[src/pcim_consts.svh]
`ifndef PCIM_CONSTS_SVH
`define PCIM_CONSTS_SVH

// axi side
`define PCIM_ADDR_W 64
`define PCIM_DATA_W 32
`define PCIM_ID_W   4
`define PCIM_LEN_W  8

// error and mismatch counters, packed side by side in REG_ERRS
`define PCIM_CNT_W  16

// config bus
`define CFG_ADDR_W  8
`define CFG_DATA_W  32

// register map
`define REG_CTRL    8'h00  // bit0 write, bit1 read
`define REG_ADDR_LO 8'h04
`define REG_ADDR_HI 8'h08
`define REG_LEN     8'h0C  // beats minus one
`define REG_PATTERN 8'h10
`define REG_STATUS  8'h14  // busy, wr done, rd done
`define REG_ERRS    8'h18  // {mismatch, resp err}

`endif

[src/pcim_pkg.sv]
`include "pcim_consts.svh"

package pcim_pkg;

  // shared by aw and ar
  typedef struct packed {
    logic [`PCIM_ID_W-1:0]   id;
    logic [`PCIM_ADDR_W-1:0] addr;
    logic [`PCIM_LEN_W-1:0]  len;
  } aw_beat_t;

  typedef struct packed {
    logic [`PCIM_DATA_W-1:0]   data;
    logic [`PCIM_DATA_W/8-1:0] strb;  // always all ones
    logic                      last;
  } w_beat_t;

  typedef struct packed {
    logic [`PCIM_ID_W-1:0] id;
    logic [1:0]            resp;
  } b_beat_t;

  typedef struct packed {
    logic [`PCIM_ID_W-1:0]   id;
    logic [`PCIM_DATA_W-1:0] data;
    logic [1:0]              resp;
    logic                    last;
  } r_beat_t;

  typedef enum logic [2:0] {
    ST_IDLE,
    ST_WR_ADDR,
    ST_WR_DATA,
    ST_WR_RESP,
    ST_RD_ADDR,
    ST_RD_DATA
  } tg_state_t;

endpackage

[src/axi_if.sv]
`include "pcim_consts.svh"

interface axi_if import pcim_pkg::*; ();
  aw_beat_t aw;
  logic     awvalid;
  logic     awready;
  w_beat_t  w;
  logic     wvalid;
  logic     wready;
  b_beat_t  b;
  logic     bvalid;
  logic     bready;
  aw_beat_t ar;
  logic     arvalid;
  logic     arready;
  r_beat_t  r;
  logic     rvalid;
  logic     rready;

  modport master (
    output aw, awvalid, w, wvalid, bready, ar, arvalid, rready,
    input  awready, wready, b, bvalid, arready, r, rvalid
  );

  modport slave (
    input  aw, awvalid, w, wvalid, bready, ar, arvalid, rready,
    output awready, wready, b, bvalid, arready, r, rvalid
  );
endinterface

// job setup one way, status and counters the other
interface tg_ctrl_if ();
  logic                    start_wr;
  logic                    start_rd;
  logic [`PCIM_ADDR_W-1:0] job_addr;
  logic [`PCIM_LEN_W-1:0]  job_len;
  logic [`PCIM_DATA_W-1:0] pattern;
  logic                    busy;
  logic                    wr_done;
  logic                    rd_done;
  logic [`PCIM_CNT_W-1:0]  resp_err_cnt;
  logic [`PCIM_CNT_W-1:0]  mismatch_cnt;

  modport regs (
    output start_wr, start_rd, job_addr, job_len, pattern,
    input  busy, wr_done, rd_done, resp_err_cnt, mismatch_cnt
  );

  modport gen (
    input  start_wr, start_rd, job_addr, job_len, pattern,
    output busy, wr_done, rd_done, resp_err_cnt, mismatch_cnt
  );
endinterface

[src/cfg_regs.sv]
`include "pcim_consts.svh"

module cfg_regs (
  input  logic                   aclk,
  input  logic                   rst_n,
  input  logic [`CFG_ADDR_W-1:0] cfg_addr,
  input  logic [`CFG_DATA_W-1:0] cfg_wdata,
  input  logic                   cfg_wr,
  input  logic                   cfg_rd,
  output logic                   cfg_ack,
  output logic [`CFG_DATA_W-1:0] cfg_rdata,
  tg_ctrl_if.regs                ctrl
);

  logic                   req_pending;  // request acked, waiting for it to drop
  logic                   access;
  logic [`CFG_DATA_W-1:0] rd_mux;

  assign access = (cfg_wr || cfg_rd) && !req_pending;

  always_comb begin
    case (cfg_addr)
      `REG_ADDR_LO: rd_mux = ctrl.job_addr[31:0];
      `REG_ADDR_HI: rd_mux = ctrl.job_addr[`PCIM_ADDR_W-1:32];
      `REG_LEN:     rd_mux = `CFG_DATA_W'(ctrl.job_len);
      `REG_PATTERN: rd_mux = ctrl.pattern;
      `REG_STATUS:  rd_mux = `CFG_DATA_W'({ctrl.rd_done, ctrl.wr_done, ctrl.busy});
      `REG_ERRS:    rd_mux = {ctrl.mismatch_cnt, ctrl.resp_err_cnt};
      default:      rd_mux = '0;  // ctrl reads back zero too
    endcase
  end

  always_ff @(posedge aclk) begin
    if (!rst_n) begin
      req_pending   <= 1'b0;
      cfg_ack       <= 1'b0;
      ctrl.start_wr <= 1'b0;
      ctrl.start_rd <= 1'b0;
      ctrl.job_addr <= '0;
      ctrl.job_len  <= '0;
      ctrl.pattern  <= '0;
    end else begin
      cfg_ack       <= access;
      ctrl.start_wr <= 1'b0;
      ctrl.start_rd <= 1'b0;

      if (access) begin
        req_pending <= 1'b1;
      end else if (!cfg_wr && !cfg_rd) begin
        req_pending <= 1'b0;
      end

      if (access && cfg_wr) begin
        case (cfg_addr)
          `REG_CTRL: begin
            // pulse lines up with cfg_ack
            ctrl.start_wr <= cfg_wdata[0] && !ctrl.busy;
            ctrl.start_rd <= cfg_wdata[1] && !ctrl.busy;
          end
          `REG_ADDR_LO: ctrl.job_addr[31:0]               <= cfg_wdata;
          `REG_ADDR_HI: ctrl.job_addr[`PCIM_ADDR_W-1:32]  <= cfg_wdata;
          `REG_LEN:     ctrl.job_len                      <= cfg_wdata[`PCIM_LEN_W-1:0];
          `REG_PATTERN: ctrl.pattern                      <= cfg_wdata;
          default: ;  // status and errs are read only
        endcase
      end
    end
  end

  always_ff @(posedge aclk) begin
    if (access && cfg_rd) begin
      cfg_rdata <= rd_mux;
    end
  end

endmodule

[src/traffic_gen.sv]
`include "pcim_consts.svh"

module traffic_gen import pcim_pkg::*; (
  input  logic  aclk,
  input  logic  rst_n,
  tg_ctrl_if.gen ctrl,
  axi_if.master  axi
);

  tg_state_t               state;
  logic                    do_rd;     // read follows the write
  logic [`PCIM_LEN_W-1:0]  beat_cnt;
  logic [`PCIM_LEN_W-1:0]  len_q;
  logic [`PCIM_ADDR_W-1:0] addr_q;
  logic [`PCIM_DATA_W-1:0] pattern_q;
  logic [`PCIM_ID_W-1:0]   wr_id;
  logic [`PCIM_ID_W-1:0]   rd_id;
  logic [`PCIM_DATA_W-1:0] exp_data;
  logic                    w_last;
  logic                    job_start;

  function automatic logic [`PCIM_CNT_W-1:0] sat_inc(input logic [`PCIM_CNT_W-1:0] v);
    return (&v) ? v : v + 1'b1;
  endfunction

  assign job_start = (state == ST_IDLE) && (ctrl.start_wr || ctrl.start_rd);

  // same value drives wdata and predicts rdata
  assign exp_data = pattern_q + `PCIM_DATA_W'(beat_cnt);
  assign w_last   = (beat_cnt == len_q);

  assign axi.awvalid = (state == ST_WR_ADDR);
  assign axi.aw      = '{id: wr_id, addr: addr_q, len: len_q};

  assign axi.wvalid  = (state == ST_WR_DATA);
  assign axi.w       = '{data: exp_data, strb: {(`PCIM_DATA_W/8){1'b1}}, last: w_last};

  assign axi.bready  = (state == ST_WR_RESP);

  assign axi.arvalid = (state == ST_RD_ADDR);
  assign axi.ar      = '{id: rd_id, addr: addr_q, len: len_q};

  assign axi.rready  = (state == ST_RD_DATA);

  always_ff @(posedge aclk) begin
    if (!rst_n) begin
      state             <= ST_IDLE;
      do_rd             <= 1'b0;
      beat_cnt          <= '0;
      wr_id             <= '0;
      rd_id             <= '0;
      ctrl.busy         <= 1'b0;
      ctrl.wr_done      <= 1'b0;
      ctrl.rd_done      <= 1'b0;
      ctrl.resp_err_cnt <= '0;
      ctrl.mismatch_cnt <= '0;
    end else begin
      case (state)
        ST_IDLE: begin
          if (job_start) begin
            ctrl.busy         <= 1'b1;
            ctrl.wr_done      <= 1'b0;
            ctrl.rd_done      <= 1'b0;
            ctrl.resp_err_cnt <= '0;
            ctrl.mismatch_cnt <= '0;
            do_rd             <= ctrl.start_rd;
            state             <= ctrl.start_wr ? ST_WR_ADDR : ST_RD_ADDR;
          end
        end

        ST_WR_ADDR: begin
          if (axi.awready) begin
            beat_cnt <= '0;
            state    <= ST_WR_DATA;
          end
        end

        ST_WR_DATA: begin
          if (axi.wready) begin
            beat_cnt <= beat_cnt + 1'b1;
            if (w_last) begin
              state <= ST_WR_RESP;
            end
          end
        end

        ST_WR_RESP: begin
          if (axi.bvalid) begin
            ctrl.wr_done <= 1'b1;
            wr_id        <= wr_id + 1'b1;
            if (axi.b.resp != 2'b00) begin
              ctrl.resp_err_cnt <= sat_inc(ctrl.resp_err_cnt);
            end
            if (do_rd) begin
              state <= ST_RD_ADDR;
            end else begin
              ctrl.busy <= 1'b0;
              state     <= ST_IDLE;
            end
          end
        end

        ST_RD_ADDR: begin
          if (axi.arready) begin
            beat_cnt <= '0;
            state    <= ST_RD_DATA;
          end
        end

        ST_RD_DATA: begin
          if (axi.rvalid) begin
            beat_cnt <= beat_cnt + 1'b1;
            if (axi.r.data != exp_data) begin
              ctrl.mismatch_cnt <= sat_inc(ctrl.mismatch_cnt);
            end
            if (axi.r.resp != 2'b00) begin
              ctrl.resp_err_cnt <= sat_inc(ctrl.resp_err_cnt);
            end
            if (axi.r.last) begin
              ctrl.rd_done <= 1'b1;
              rd_id        <= rd_id + 1'b1;
              ctrl.busy    <= 1'b0;
              state        <= ST_IDLE;
            end
          end
        end

        default: state <= ST_IDLE;
      endcase
    end
  end

  // job snapshot, cfg writes during a job do not disturb it
  always_ff @(posedge aclk) begin
    if (job_start) begin
      addr_q    <= ctrl.job_addr;
      len_q     <= ctrl.job_len;
      pattern_q <= ctrl.pattern;
    end
  end

endmodule

[src/axi_chan_slice.sv]
module axi_chan_slice import pcim_pkg::*; #(
  parameter type payload_t = aw_beat_t
) (
  input  logic     aclk,
  input  logic     rst_n,
  input  logic     in_valid,
  output logic     in_ready,
  input  payload_t in_data,
  output logic     out_valid,
  input  logic     out_ready,
  output payload_t out_data
);

  // main entry drives the output, skid catches the beat of a stalled cycle
  logic     skid_valid;
  payload_t skid_data;
  logic     main_load;

  assign in_ready  = !skid_valid;  // room while under two entries
  assign main_load = !out_valid || out_ready;

  always_ff @(posedge aclk) begin
    if (!rst_n) begin
      out_valid  <= 1'b0;
      skid_valid <= 1'b0;
    end else begin
      if (main_load) begin
        if (skid_valid) begin
          out_valid  <= 1'b1;
          skid_valid <= 1'b0;
        end else begin
          out_valid <= in_valid;
        end
      end else if (in_valid && in_ready) begin
        skid_valid <= 1'b1;  // output stalled, park it
      end
    end
  end

  always_ff @(posedge aclk) begin
    if (main_load) begin
      out_data <= skid_valid ? skid_data : in_data;
    end
    if (in_ready) begin
      skid_data <= in_data;
    end
  end

endmodule

[src/pcim_master.sv]
`include "pcim_consts.svh"

module pcim_master import pcim_pkg::*; (
  input  logic                      aclk,
  input  logic                      rst_n,

  input  logic [`CFG_ADDR_W-1:0]    cfg_addr,
  input  logic [`CFG_DATA_W-1:0]    cfg_wdata,
  input  logic                      cfg_wr,
  input  logic                      cfg_rd,
  output logic                      cfg_ack,
  output logic [`CFG_DATA_W-1:0]    cfg_rdata,

  output logic [`PCIM_ID_W-1:0]     awid,
  output logic [`PCIM_ADDR_W-1:0]   awaddr,
  output logic [`PCIM_LEN_W-1:0]    awlen,
  output logic                      awvalid,
  input  logic                      awready,

  output logic [`PCIM_DATA_W-1:0]   wdata,
  output logic [`PCIM_DATA_W/8-1:0] wstrb,
  output logic                      wlast,
  output logic                      wvalid,
  input  logic                      wready,

  input  logic [`PCIM_ID_W-1:0]     bid,
  input  logic [1:0]                bresp,
  input  logic                      bvalid,
  output logic                      bready,

  output logic [`PCIM_ID_W-1:0]     arid,
  output logic [`PCIM_ADDR_W-1:0]   araddr,
  output logic [`PCIM_LEN_W-1:0]    arlen,
  output logic                      arvalid,
  input  logic                      arready,

  input  logic [`PCIM_ID_W-1:0]     rid,
  input  logic [`PCIM_DATA_W-1:0]   rdata,
  input  logic [1:0]                rresp,
  input  logic                      rlast,
  input  logic                      rvalid,
  output logic                      rready
);

  tg_ctrl_if ctrl ();
  axi_if     gen_axi ();

  aw_beat_t aw_out;
  aw_beat_t ar_out;
  w_beat_t  w_out;
  b_beat_t  b_in;
  r_beat_t  r_in;

  // struct to pin unpacking
  assign awid   = aw_out.id;
  assign awaddr = aw_out.addr;
  assign awlen  = aw_out.len;
  assign wdata  = w_out.data;
  assign wstrb  = w_out.strb;
  assign wlast  = w_out.last;
  assign arid   = ar_out.id;
  assign araddr = ar_out.addr;
  assign arlen  = ar_out.len;
  assign b_in   = '{id: bid, resp: bresp};
  assign r_in   = '{id: rid, data: rdata, resp: rresp, last: rlast};

  cfg_regs cfg_regs_inst (
    .aclk      (aclk),
    .rst_n     (rst_n),
    .cfg_addr  (cfg_addr),
    .cfg_wdata (cfg_wdata),
    .cfg_wr    (cfg_wr),
    .cfg_rd    (cfg_rd),
    .cfg_ack   (cfg_ack),
    .cfg_rdata (cfg_rdata),
    .ctrl      (ctrl.regs)
  );

  traffic_gen traffic_gen_inst (
    .aclk  (aclk),
    .rst_n (rst_n),
    .ctrl  (ctrl.gen),
    .axi   (gen_axi.master)
  );

  // outward: aw, w, ar
  axi_chan_slice #(.payload_t(aw_beat_t)) aw_slice_inst (
    .aclk      (aclk),
    .rst_n     (rst_n),
    .in_valid  (gen_axi.awvalid),
    .in_ready  (gen_axi.awready),
    .in_data   (gen_axi.aw),
    .out_valid (awvalid),
    .out_ready (awready),
    .out_data  (aw_out)
  );

  axi_chan_slice #(.payload_t(w_beat_t)) w_slice_inst (
    .aclk      (aclk),
    .rst_n     (rst_n),
    .in_valid  (gen_axi.wvalid),
    .in_ready  (gen_axi.wready),
    .in_data   (gen_axi.w),
    .out_valid (wvalid),
    .out_ready (wready),
    .out_data  (w_out)
  );

  axi_chan_slice #(.payload_t(aw_beat_t)) ar_slice_inst (
    .aclk      (aclk),
    .rst_n     (rst_n),
    .in_valid  (gen_axi.arvalid),
    .in_ready  (gen_axi.arready),
    .in_data   (gen_axi.ar),
    .out_valid (arvalid),
    .out_ready (arready),
    .out_data  (ar_out)
  );

  // inward: b, r
  axi_chan_slice #(.payload_t(b_beat_t)) b_slice_inst (
    .aclk      (aclk),
    .rst_n     (rst_n),
    .in_valid  (bvalid),
    .in_ready  (bready),
    .in_data   (b_in),
    .out_valid (gen_axi.bvalid),
    .out_ready (gen_axi.bready),
    .out_data  (gen_axi.b)
  );

  axi_chan_slice #(.payload_t(r_beat_t)) r_slice_inst (
    .aclk      (aclk),
    .rst_n     (rst_n),
    .in_valid  (rvalid),
    .in_ready  (rready),
    .in_data   (r_in),
    .out_valid (gen_axi.rvalid),
    .out_ready (gen_axi.rready),
    .out_data  (gen_axi.r)
  );

endmodule

[config.mk]
export PLATFORM = sky130hd
export DESIGN_NAME = pcim_master
export DESIGN_NICKNAME = d
export VERILOG_FILES = /design/src/pcim_pkg.sv /design/src/axi_if.sv /design/src/cfg_regs.sv /design/src/traffic_gen.sv /design/src/axi_chan_slice.sv /design/src/pcim_master.sv
export VERILOG_INCLUDE_DIRS = /design/src
export SDC_FILE = /design/constraint.sdc
export NUM_CORES = 1
export LEC_CHECK = 0
export ABC_AREA = 1
export BUFFER_PORTS_ARGS = -buffer_cell sky130_fd_sc_hd__buf_2
export CAP_MARGIN = 20
export CORE_MARGIN = 4
export CORE_UTILIZATION = 50
export CTS_CLUSTER_DIAMETER = 40
export CTS_CLUSTER_SIZE = 28
export DETAILED_ROUTE_END_ITERATION = 12
export GPL_TIMING_DRIVEN = 1
export PLACE_DENSITY_LB_ADDON = 0.25
export SKIP_LAST_GASP = 1
export SYNTH_ARGS = -nofsm -noshare
export SYNTH_HDL_FRONTEND = slang
export SYNTH_SLANG_ARGS = --single-unit
export TNS_END_PERCENT = 1
[constraint.sdc]
create_clock -name aclk -period 10.7 [get_ports aclk]
set_input_delay 0.535 -clock aclk [delete_from_list [all_inputs] [get_ports aclk]]
set_output_delay 0.535 -clock aclk [all_outputs]
set_load 0.02 [all_outputs]
==> results of run 1 <==
-- sequential cells by signal (all words and copies together), names as in the netlist, 4 cells and up --
| register | flops |
|---|---|
| traffic_gen_inst.wr_id | 4 |
| cfg_regs_inst.ctrl.pattern | 32 |
| ar_slice_inst.out_data | 76 |
| r_slice_inst.out_data | 35 |
| traffic_gen_inst.addr_q | 64 |
| cfg_regs_inst.ctrl.job_len | 8 |
| traffic_gen_inst.beat_cnt | 8 |
| aw_slice_inst.skid_data | 76 |
| traffic_gen_inst.len_q | 8 |
| w_slice_inst.skid_data | 37 |
| traffic_gen_inst.pattern_q | 32 |
| cfg_regs_inst.ctrl.job_addr | 64 |
| traffic_gen_inst.rd_id | 4 |
| cfg_regs_inst.cfg_rdata | 32 |
| r_slice_inst.skid_data | 35 |
| aw_slice_inst.out_data | 76 |
| traffic_gen_inst.ctrl.resp_err_cnt | 16 |
| w_slice_inst.out_data | 37 |
| traffic_gen_inst.ctrl.mismatch_cnt | 16 |
| ar_slice_inst.skid_data | 76 |
-- critical path: stages, from the launching register on --
cell	delay (ns)
edfxtp_1	0.37
ha_1	0.23
fa_1	0.41
nand2_1	0.13
nand2_1	0.06
nand3_1	0.09
nand2_1	0.14
nand2_1	0.14
nand2_1	0.19
nand3b_1	0.21
nand2_1	0.07
nand2_1	0.06
nand2_1	0.04
nor2_1	0.11
nand2_1	0.11
nor2_1	0.10
nand3_1	0.13
nand2_2	0.11
nand2_4	0.17
nand2_2	0.21
nand2_1	0.07
nand2_1	0.06
nor2_1	0.05
-- through the flow --
step / cells / util, %
floorplan: 2699 / -
global placement: 3667 / 55.1
detailed placement: 3669 / 55.2
CTS: 3829 / 60.8
global route: 3832 / 60.9
finish: 3834 / 60.9
-- metal layers --
layer  track usage [%]  vias up
met5                 0        -
met4              9.83        0
met3              3.72      137
met2              37.8      721
met1              32.4     9527
li1                  -     9773
-- area by class of cell --
class,count,area [um2]
Timing Repair Buffer,333,1800
Tap cell,739,925
Clock buffer,95,2280
Multi-Input combinational cell,1556,7420
Inverter,282,1060
Antenna cell,3,7.51
Clock inverter,65,754
Sequential cell,761,18900
Fill cell,4405,21200
-- synthesized netlist by cell type (8+ instances only) --
| cell type | number | area (um2) |
|---|---|---|
| nor2_1 | 197 | 739 |
| edfxtp_1 | 362 | 10900 |
| nor3_1 | 29 | 145 |
| clkbuf_1 | 93 | 349 |
| inv_1 | 274 | 1030 |
| xor2_1 | 8 | 70.1 |
| nand3b_1 | 16 | 120 |
| o2111ai_1 | 20 | 175 |
| nand2_2 | 8 | 50.1 |
| nand4_1 | 22 | 138 |
| dfxtp_1 | 399 | 7990 |
| nand3_1 | 109 | 546 |
| a211oi_1 | 70 | 526 |
| o21ai_0 | 225 | 1130 |
| a31oi_1 | 24 | 150 |
| a21oi_1 | 95 | 475 |
| ha_1 | 13 | 163 |
| nand2_1 | 667 | 2500 |
-- final timing paths --
check | startpoint | to | slack, ns | depth (start not counted)
max reg2reg | traffic_gen_inst.pattern_q[0]$_DFFE_PP_ | traffic_gen_inst.ctrl.mismatch_cnt[13]$_SDFFE_PN0P_ | 7.31 | 22
max | traffic_gen_inst.pattern_q[0]$_DFFE_PP_ | traffic_gen_inst.ctrl.mismatch_cnt[13]$_SDFFE_PN0P_ | 7.31 | 22
min | rdata[8] | r_slice_inst.skid_data[11]$_DFF_P_ | 0.13 | 3
min reg2reg | w_slice_inst.skid_data[1]$_DFF_P_ | w_slice_inst.skid_data[1]$_DFF_P_ | 0.43 | 1
-- logic make-up (layout without fill, tap and decap cells) --
logic type | after synthesis | after routing
flops | 761 | 761
simple gates | 1073 | 1073
xor+xnor | 14 | 14
fa+ha+maj | 14 | 14
buf+inv | 382 | 775
compound gates | 455 | 455
other cells | 0 | 3
-- cell usage in the layout (no fill, tap or decap), drive strengths merged, types with 70 or more instances in the layout --
cell / n
a211oi: 70
nand3: 111
a21oi: 96
inv: 309
edfxtp: 362
dfxtp: 399
buf: 333
nand2: 677
nor2: 202
clkbuf: 95
o21ai: 229
-- where the power goes --
group          switching (mW)  total [mW]  leakage [nW]  internal, mW
registers               0.406        4.59          7.03          4.18
clock network            1.34        3.02          1.47          1.68
logic                    1.50        2.07          5.19         0.569
==> metrics.md, run 1 <==
| Metric | Value |
|---|---|
| Status | finished clean |
| Leakage | 13.7 nW |
| Chip height | 243 um |
| Total power | 9.68 mW |
| Final Cycle Share | 31.7% |
| Share of cells above drive strength 1 | 17.1% |
| Antenna violations before repair | 2 |
| Post-Synth XOR/XNOR Area | 0.443% |
| EDFF count, synth | 362 |
| Top layer used by detailed routing | met4 |
| VDD IR max | 0.000161 V |
| Design Area, Final | 33100 um2 |
| H-Tree Depth | 3 |
| Gate Count Post-Synth | 2699 |
| CTS tree | yes |
| Final wirelength | 71300 um |
| Fin. Hold Viols | 0 |
| Skew final | 0.0301 ns |
| Synth Area in Adders | 0.660% |
| Wire per inst | 18.6 um |
| Root Driver | clkbuf_16 |
| Critical-path maximum fanout | 25 |
| Crit Path Class | reg -> reg |
| Placed instance area | 30000 um2 |
| Fmax | 295 MHz |
| Main combinational cell family by area after synthesis | simple AND/OR/NAND/NOR gates |
| CTS Buf Count | 85 |
| Worst-Skew Late Latency | 0.63 ns |
| Vias in the first global route | 19500 |
| Final Setup Violations | 0 |
| Vias | 20200 |
| Post-CTS Setup Inserts | 0 |
| Crit path launch type | flip-flop |
| Antenna viol nets, final | 0 |
| Core Area | 54300 um2 |
| First-pass GRT wire length | 110000 um |
| Total of max-cap violations | 0 |
| Post-synth net total | 2807 |
| Worst hold slack | 0.125 ns |
| Starting Density | 50.9% |
| Rel. slew slack | 33.6% |
| Hold Crit Class | in -> reg |
| Drt via density | 5.26 |
| GPL Wtd Cong | 0.917 |
| Met3 WL | 4850 um |
| Synth Area in Simple Gates | 16.1% |
| M1 WL | 30300 um |
| Slew Viols, Final | 0 |
| Pre-CTS setup slack | 7.32 ns |
| Worst EP required | 11.21 ns |
| Met2 wire len | 33400 um |
| Worst-case clock buffer depth | 3 |
| Post-synthesis mux area share | 0% |
| RSZ-0062 raised after global routing | no |
| CTS resizes | 0 |
| DRC viols | 0 |
| Area fraction in compound gates after synthesis | 9.44% |
| Synth Warn # | 0 |
| Total GRT Usage | 23.6% |
| Pin count of the biggest net entering global routing | 106 |
| Worst slew pin tran | 0.995 ns |
| Sink Count | 761 |
| Endpoint type of the worst setup path | flip-flop |
| Hold buffer count at CTS | 0 |
| Die area | 59200 um2 |
| Flops & latches, synth | 761 |
| Setup TNS | 0 ns |
| Port Buffer Count | 312 |
| Ports | 321 |
| Arr. time, crit path | 3.90 ns |
| Fraction of registers with async set/reset | 0% |
| Final setup margin | 7.31 ns |
| Fin nets | 3127 |
| Area Growth Syn to Fin | 19.6% |
| Clock-pin slew of the registers on the worst-case setup and hold paths | 0.07 ns |
| GRT overflow | 0 |
| Pre-Repair DR Iteration Count | 5 |
| DRT iter0 DRCs | 1634 |
| Sequential-to-total area share from yosys stat | 68.1% |
| Unique masters post-synth | 51 |
| Row count | 85 |
| Final min period | 3.39 ns |
| Most used flip-flop cell after synthesis | dfxtp_1 |
| Cell area after synthesis | 27700 um2 |
| Cell area power density | 292 nW/um2 |
| Die width | 243 um |
| Post-DP HPWL | 50500 um |
| Post-Syn Area per Cell | 10.3 um2 |
(Power assumes the default switching activity.)
==> run 2: changes to the inputs <==
Clock period 10.7 ns to 3.22 ns, I/O delays scaled along.
==> metrics.md, run 2 (synthesis results as in run 1) <==
| Metric | Value |
|---|---|
| Status | finished clean |
| Die area | 59200 um2 (unchanged) |
| Cell area power density | 953 nW/um2 (+230%) |
| Top layer used by detailed routing | met4 |
| Root Driver | clkbuf_16 |
| Fmax | 337 MHz (+14%) |
| CTS tree | yes |
| Antenna viol nets, final | 0 (unchanged) |
| Drt via density | 5.21 (-0.86%) |
| VDD IR max | 0.000799 V (+400%) |
| Share of cells above drive strength 1 | 17.3% (+0.24 points) |
| Rel. slew slack | 27.9% (-5.7 points) |
| Core Area | 54300 um2 (unchanged) |
| Final min period | 2.96 ns (-0.428 ns) |
| Die width | 243 um (unchanged) |
| Clock-pin slew of the registers on the worst-case setup and hold paths | 0.07 ns (about the same) |
| RSZ-0062 raised after global routing | no |
| M1 WL | 30900 um (+1.9%) |
| Pin count of the biggest net entering global routing | 153 (+44%) |
| Crit Path Class | reg -> reg |
| DRC viols | 0 (unchanged) |
| Setup TNS | 0 ns (unchanged) |
| Port Buffer Count | 312 (unchanged) |
| Total of max-cap violations | 0 (unchanged) |
| Design Area, Final | 34000 um2 (+2.5%) |
| Fin nets | 3219 (+2.9%) |
| Arr. time, crit path | 3.48 ns (-0.42 ns) |
| Placed instance area | 30200 um2 (+0.45%) |
| Final wirelength | 72100 um (+1.2%) |
| Ports | 321 (unchanged) |
| Endpoint type of the worst setup path | flip-flop |
| Worst slew pin tran | 1.08 ns (+0.0860 ns) |
| Total GRT Usage | 23.8% (+0.21 points) |
| Starting Density | 50.9% (unchanged) |
| First-pass GRT wire length | 111000 um (+0.79%) |
| Pre-Repair DR Iteration Count | 8 (+3) |
| Vias in the first global route | 19700 (+0.88%) |
| Fin. Hold Viols | 0 (unchanged) |
| Worst EP required | 3.73 ns (-7.48 ns) |
| Row count | 85 (unchanged) |
| DRT iter0 DRCs | 1837 (+12%) |
| Final Setup Violations | 0 (unchanged) |
| Total power | 32.3 mW (+230%) |
| Pre-CTS setup slack | 0.0255 ns (-7.29 ns) |
| Fill cells | 4354 (-1.2%) |
| Slew Viols, Final | 0 (unchanged) |
| Hold Crit Class | in -> reg |
| Crit path launch type | flip-flop |
| Sink Count | 761 (unchanged) |
| Finished Layout Cells | 3921 (+2.3%) |
| Met2 wire len | 34100 um (+1.9%) |
| Final Cycle Share | 92.1% (+60 points) |
| GPL Wtd Cong | 0.927 (+1.1%) |
| Vias | 20400 (+1.4%) |
| Post-DP HPWL | 50400 um (-0.23%) |
| Commonest non-fill, non-tap cell in the layout | nand2_1 |
| Worst-Skew Late Latency | 0.63 ns (about the same) |
| Leakage | 14.1 nW (+2.7%) |
| Critical-path maximum fanout | 8 (-68%) |
| Wire per inst | 18.4 um (-1.0%) |
| Commonest non-fill, non-tap cells in the layout | 660 x nand2_1, 397 x dfxtp_1, 362 x edfxtp_1, 312 x buf_2, 273 x inv_1 |
| CTS Buf Count | 84 (-1.2%) |
| H-Tree Depth | 3 (unchanged) |
| Met3 WL | 4910 um (+1.3%) |
| Worst-case clock buffer depth | 3 (unchanged) |
| N_diodes | 0 (-3) |
| Area Growth Syn to Fin | 22.6% |
| Final setup margin | 0.256 ns (-7.05 ns) |
| Antenna violations before repair | 1 (-1) |
| GRT overflow | 0 (unchanged) |
| Skew final | 0.0301 ns (-0.0000151 ns) |
| Placed cell count | 3685 (+0.44%) |
| Chip height | 243 um (unchanged) |
==> run 2: critical path: stages, from the launching register on <==
cell      delay, ns
edfxtp_1       0.38
ha_1           0.36
nor2_1         0.17
inv_1          0.07
nand3_1        0.08
nand2_1        0.14
nand2_1        0.11
nand2_1        0.19
nand2_1        0.17
nand2_1        0.06
nand2_1        0.05
nand3_1        0.07
nor2_1         0.11
nand2_1        0.07
nor2_2         0.15
nand3_2        0.13
nand2_2        0.09
nand2_4        0.07
buf_4          0.17
a21oi_1        0.15
nor2_1         0.07
==> run 2: metrics by stage <==
| step | hold slack [ns] | util [%] |
|---|---|---|
| after floorplan | 0.280 | - |
| after CTS | 0.00998 | 62.4 |
| final | 0.0435 | 62.5 |
| after detailed placement | 0.378 | 55.5 |
| after global placement | 0.377 | 55.5 |
| after global routing | 0.0745 | 62.5 |
==> run 2: per-layer routing <==
| layer | global-route usage (%) | vias up |
|---|---|---|
| met5 | 0 | - |
| met4 | 8.47 | 0 |
| met3 | 4.11 | 121 |
| met2 | 38.7 | 735 |
| met1 | 32.6 | 9639 |
| li1 | - | 9943 |
==> run 2: final cells by class <==
cell class / instances / area [um2] / share of cell area [%]
inverters: 282 / 1060 / 3.14
repair buffers: 426 / 2660 / 7.83
well taps: 739 / 925 / 2.72
flip-flops and latches: 761 / 18900 / 55.6
clock inverters: 62 / 758 / 2.23
clock buffers: 95 / 2240 / 6.59
multi-input cells: 1556 / 7440 / 21.9
==> run 2: report_power, final <==
part / switching, mW / internal (mW) / total [mW]
logic: 5.05 / 2.00 / 7.05
clock network: 4.33 / 5.76 / 10.1
registers: 1.31 / 13.9 / 15.2
total: 10.7 / 21.6 / 32.3
==> run 2: path summary, 6_finish.rpt <==
check,start,end,slack [ns],depth (start not counted)
worst max-delay path,traffic_gen_inst.pattern_q[2]$_DFFE_PP_,traffic_gen_inst.ctrl.mismatch_cnt[14]$_SDFFE_PN0P_,0.26,20
worst min-delay path,cfg_addr[5],cfg_regs_inst.ctrl.start_wr$_SDFF_PN0_,0.04,5
worst max register to register,traffic_gen_inst.pattern_q[2]$_DFFE_PP_,traffic_gen_inst.ctrl.mismatch_cnt[14]$_SDFFE_PN0P_,0.26,20
worst min register to register,w_slice_inst.skid_data[1]$_DFF_P_,w_slice_inst.skid_data[1]$_DFF_P_,0.43,1
==> run 2: what timing repair did <==
item | CTS | global route
buffers inserted | 0 | 2
hold buffers | 77 | 0
endpoints found under the hold margin | 193 | 0
resized for setup | 0 | 8
setup endpoints to repair | 0 | 16
==> run 3: changes to the inputs <==
Settings changed: CELL_PAD_IN_SITES_DETAIL_PLACEMENT set to 1, CELL_PAD_IN_SITES_GLOBAL_PLACEMENT set to 1, CORE_UTILIZATION 50 to 45.
==> metrics.md, run 3 (synthesis results as in run 1) <==
| Metric | Value |
|---|---|
| Clock-pin slew of the registers on the worst-case setup and hold paths | 0.06 ns (about the same) |
| Vias in the first global route | 22800 (+16%) |
| Met1 GRT Util | 32.2% (-0.42 points) |
| Area Growth Syn to Fin | 25.2% |
| Arr. time, crit path | 3.54 ns (+0.06 ns) |
| Ports | 321 (unchanged) |
| GPL Wtd Cong | 0.888 (-4.3%) |
| Antenna violations before repair | 2 (+1) |
| Switching share of total power | 33.5% (+0.46 points) |
| Int Power | 22.5 mW (+4.1%) |
| Row count | 90 (+5.9%) |
| Sink Count | 761 (unchanged) |
| CTS Buf Count | 96 (+14%) |
| Final Setup Violations | 0 (unchanged) |
| Die area | 65600 um2 (+11%) |
| Endpoint type of the worst setup path | flip-flop |
| Chip height | 256 um (+5.2%) |
| Rel. slew slack | 44.8% (+17 points) |
| Wire per inst | 21.4 um (+16%) |
| First-pass GRT wire length | 131000 um (+18%) |
| Sequential power share | 45.4% (-1.6 points) |
| Total GRT Usage | 25.4% (+1.6 points) |
| Crit path max-delay family | simple AND/OR/NAND/NOR gates |
| Final Cycle Share | 93.8% (+1.7 points) |
| R2r setup slk | 0.20 ns (-0.06 ns) |
| GRT overflow | 0 (unchanged) |
| Worst slew pin tran | 0.827 ns (-0.254 ns) |
| Final wirelength | 85600 um (+19%) |
| Critical Path Max Stage Delay | 0.42 ns (+0.04 ns) |
| Port Buffer Count | 312 (unchanged) |
| Worst-case clock buffer depth | 3 (unchanged) |
| Commonest non-fill, non-tap cells in the layout | 653 x nand2_1, 395 x dfxtp_1, 362 x edfxtp_1, 312 x buf_2, 273 x inv_1 |
| Hold Crit Class | in -> reg |
| Pre-Repair DR Iteration Count | 5 (-3) |
| Vias | 21200 (+3.7%) |
| Crit path launch type | flip-flop |
| Share of cells above drive strength 1 | 19.1% (+1.7 points) |
| Psw | 11.4 mW (+6.2%) |
| Final min period | 3.02 ns (+0.0555 ns) |
| Crit Path Class | reg -> reg |
| Pre-CTS setup slack | -0.0788 ns (-0.104 ns) |
| Drt via density | 5.30 (+1.7%) |
| Skew final | 0.0257 ns (-0.00431 ns) |
| Status | finished clean |
| CTS tree | yes |
| Fill cells | 6579 (+51%) |
| Final setup margin | 0.200 ns (-0.0555 ns) |
| Gate power share | 22.1% (+0.3 points) |
| DRT iter0 DRCs | 1522 (-17%) |
| Clock Power Share | 32.5% (+1.3 points) |
| Cell area power density | 977 nW/um2 (+2.6%) |
| Commonest non-fill, non-tap cell in the layout | nand2_1 |
| Worst EP required | 3.74 ns (about the same) |
| Util after Layout | 57.2% (-5.2 points) |
| Fin. Hold Viols | 0 (unchanged) |
| CP bufs+invs | 2 (unchanged) |
| Die width | 256 um (+5.2%) |
| Total power | 33.9 mW (+4.8%) |
| GR Util met3 | 3.89% (-0.22 points) |
| Worst hold slack | 0.0723 ns (+0.0289 ns) |
| Antenna viol nets, final | 0 (unchanged) |
| Fin nets | 3243 (+0.75%) |
| Most used routing layer | met2 |
| Leakage | 14.3 nW (+1.6%) |
| Setup TNS | 0 ns (unchanged) |
| Total of max-cap violations | 0 (unchanged) |
| Most used cell, CP | nand2_1 |
| VDD IR max | 0.000595 V (-25%) |
| Pin count of the biggest net entering global routing | 154 (+0.65%) |
| H-Tree Depth | 3 (unchanged) |
| Post-DP HPWL | 58500 um (+16%) |
| Root Driver | clkbuf_16 |
| Fmax | 331 MHz (-1.8%) |
| Core Area | 60600 um2 (+11%) |
| DRC viols | 0 (unchanged) |
| Critical-path maximum fanout | 11 (+3) |
| Cell chain of the critical path | ha_1 > nand2_1 > nor2_2 > nand3_1 > nand2_2 > xor2_2 > inv_1 > nand2_1 > nand2_1 > nor2_1 > nand3_1 > nor2_2 > nand3_2 > nand2_2 > nand2_4 > buf_12 > a21oi_1 > nor2_1 |
| Met2 usage | 44.5% (+5.8 points) |
| Slew Viols, Final | 0 (unchanged) |
| Starting Density | 45.7% (-5.2 points) |
| Worst-Skew Late Latency | 0.65 ns (+0.02 ns) |
| CP max stage cell | edfxtp_1 |
-- run 3: changes by cell type in the layout (fill, tap and decap cells not counted), moves of 4 or more --
cell / previous run / this run
buf_4: 33 / 41
buf_12: 4 / 8
clkinv_4: 9 / 4
ha_1: 13 / 7
nand2_1: 660 / 653
clkinvlp_4: 2 / 13
nand2_2: 13 / 18
nor2_2: 4 / 10
clkbuf_16: 87 / 98
nor2_1: 191 / 184
ha_4: 0 / 5
clkinv_2: 3 / 11
-- run 3: layout make-up --
| class | instances | area (um2) | share of cell area, % |
|---|---|---|---|
| clock buffer | 106 | 2500 | 7.22 |
| sequential | 761 | 18900 | 54.4 |
| antenna | 1 | 2.50 | 0.00722 |
| tap | 782 | 978 | 2.82 |
| clock inverter | 74 | 851 | 2.45 |
| timing repair buffer | 438 | 2800 | 8.08 |
| multi-input combinational | 1556 | 7600 | 21.9 |
| inverter | 282 | 1060 | 3.07 |
-- run 3: power by group through the flow --
stage | logic (mW) | registers [mW] | clock network, mW
2_1_floorplan | 2.93 | 16.6 | 0
3_3_place_gp | 6.92 | 15.4 | 0
4_1_cts | 7.45 | 15.4 | 11.2
6_report | 7.50 | 15.4 | 11.0
3_5_place_dp | 7.27 | 15.5 | 0
5_1_grt | 8.15 | 15.6 | 11.6
-- run 3: layer usage --
metal  routed length, um  up-vias
li1                    -     9979
met1               35900    10500
met2               42900      606
met3                4070      137
met4                2670        2
met5                  13        -
-- run 3: final timing paths --
| kind | from | end | depth (start not counted) |
|---|---|---|---|
| worst min register to register | w_slice_inst.skid_data[3]$_DFF_P_ | w_slice_inst.skid_data[3]$_DFF_P_ | 1 |
| worst min-delay path | cfg_addr[4] | cfg_regs_inst.ctrl.start_rd$_SDFF_PN0_ | 5 |
| worst max-delay path | traffic_gen_inst.pattern_q[3]$_DFFE_PP_ | traffic_gen_inst.ctrl.mismatch_cnt[15]$_SDFFE_PN0P_ | 18 |
| worst max register to register | traffic_gen_inst.pattern_q[3]$_DFFE_PP_ | traffic_gen_inst.ctrl.mismatch_cnt[15]$_SDFFE_PN0P_ | 18 |
-- run 3: metrics by stage --
| stage | std cells | cell area [um2] |
|---|---|---|
| after CTS | 3993 | 34400 |
| after detailed placement | 3736 | 30300 |
| after global routing | 3999 | 34700 |
| final | 4000 | 34700 |
| after global placement | 3736 | 30300 |
| after floorplan | 2699 | 27700 |
-- run 3: worst reg2reg max path: stages (launching register included) --
cell and delay (ns):
edfxtp_1 0.42, ha_1 0.39, nand2_1 0.12, nor2_2 0.17, nand3_1 0.12, nand2_2 0.16
xor2_2 0.19, inv_1 0.08, nand2_1 0.06, nand2_1 0.05, nor2_1 0.10, nand3_1 0.15
nor2_2 0.19, nand3_2 0.12, nand2_2 0.10, nand2_4 0.11, buf_12 0.17, a21oi_1 0.16
nor2_1 0.06
-- run 3: timing repair --
action / 4_1_cts / 5_1_grt
hold endpoints to repair: 189 / 0
buffers inserted: 0 / 5
resized for setup: 3 / 38
pin swaps: 0 / 7
hold buffers: 77 / 0
endpoints found under the setup margin: 14 / 16
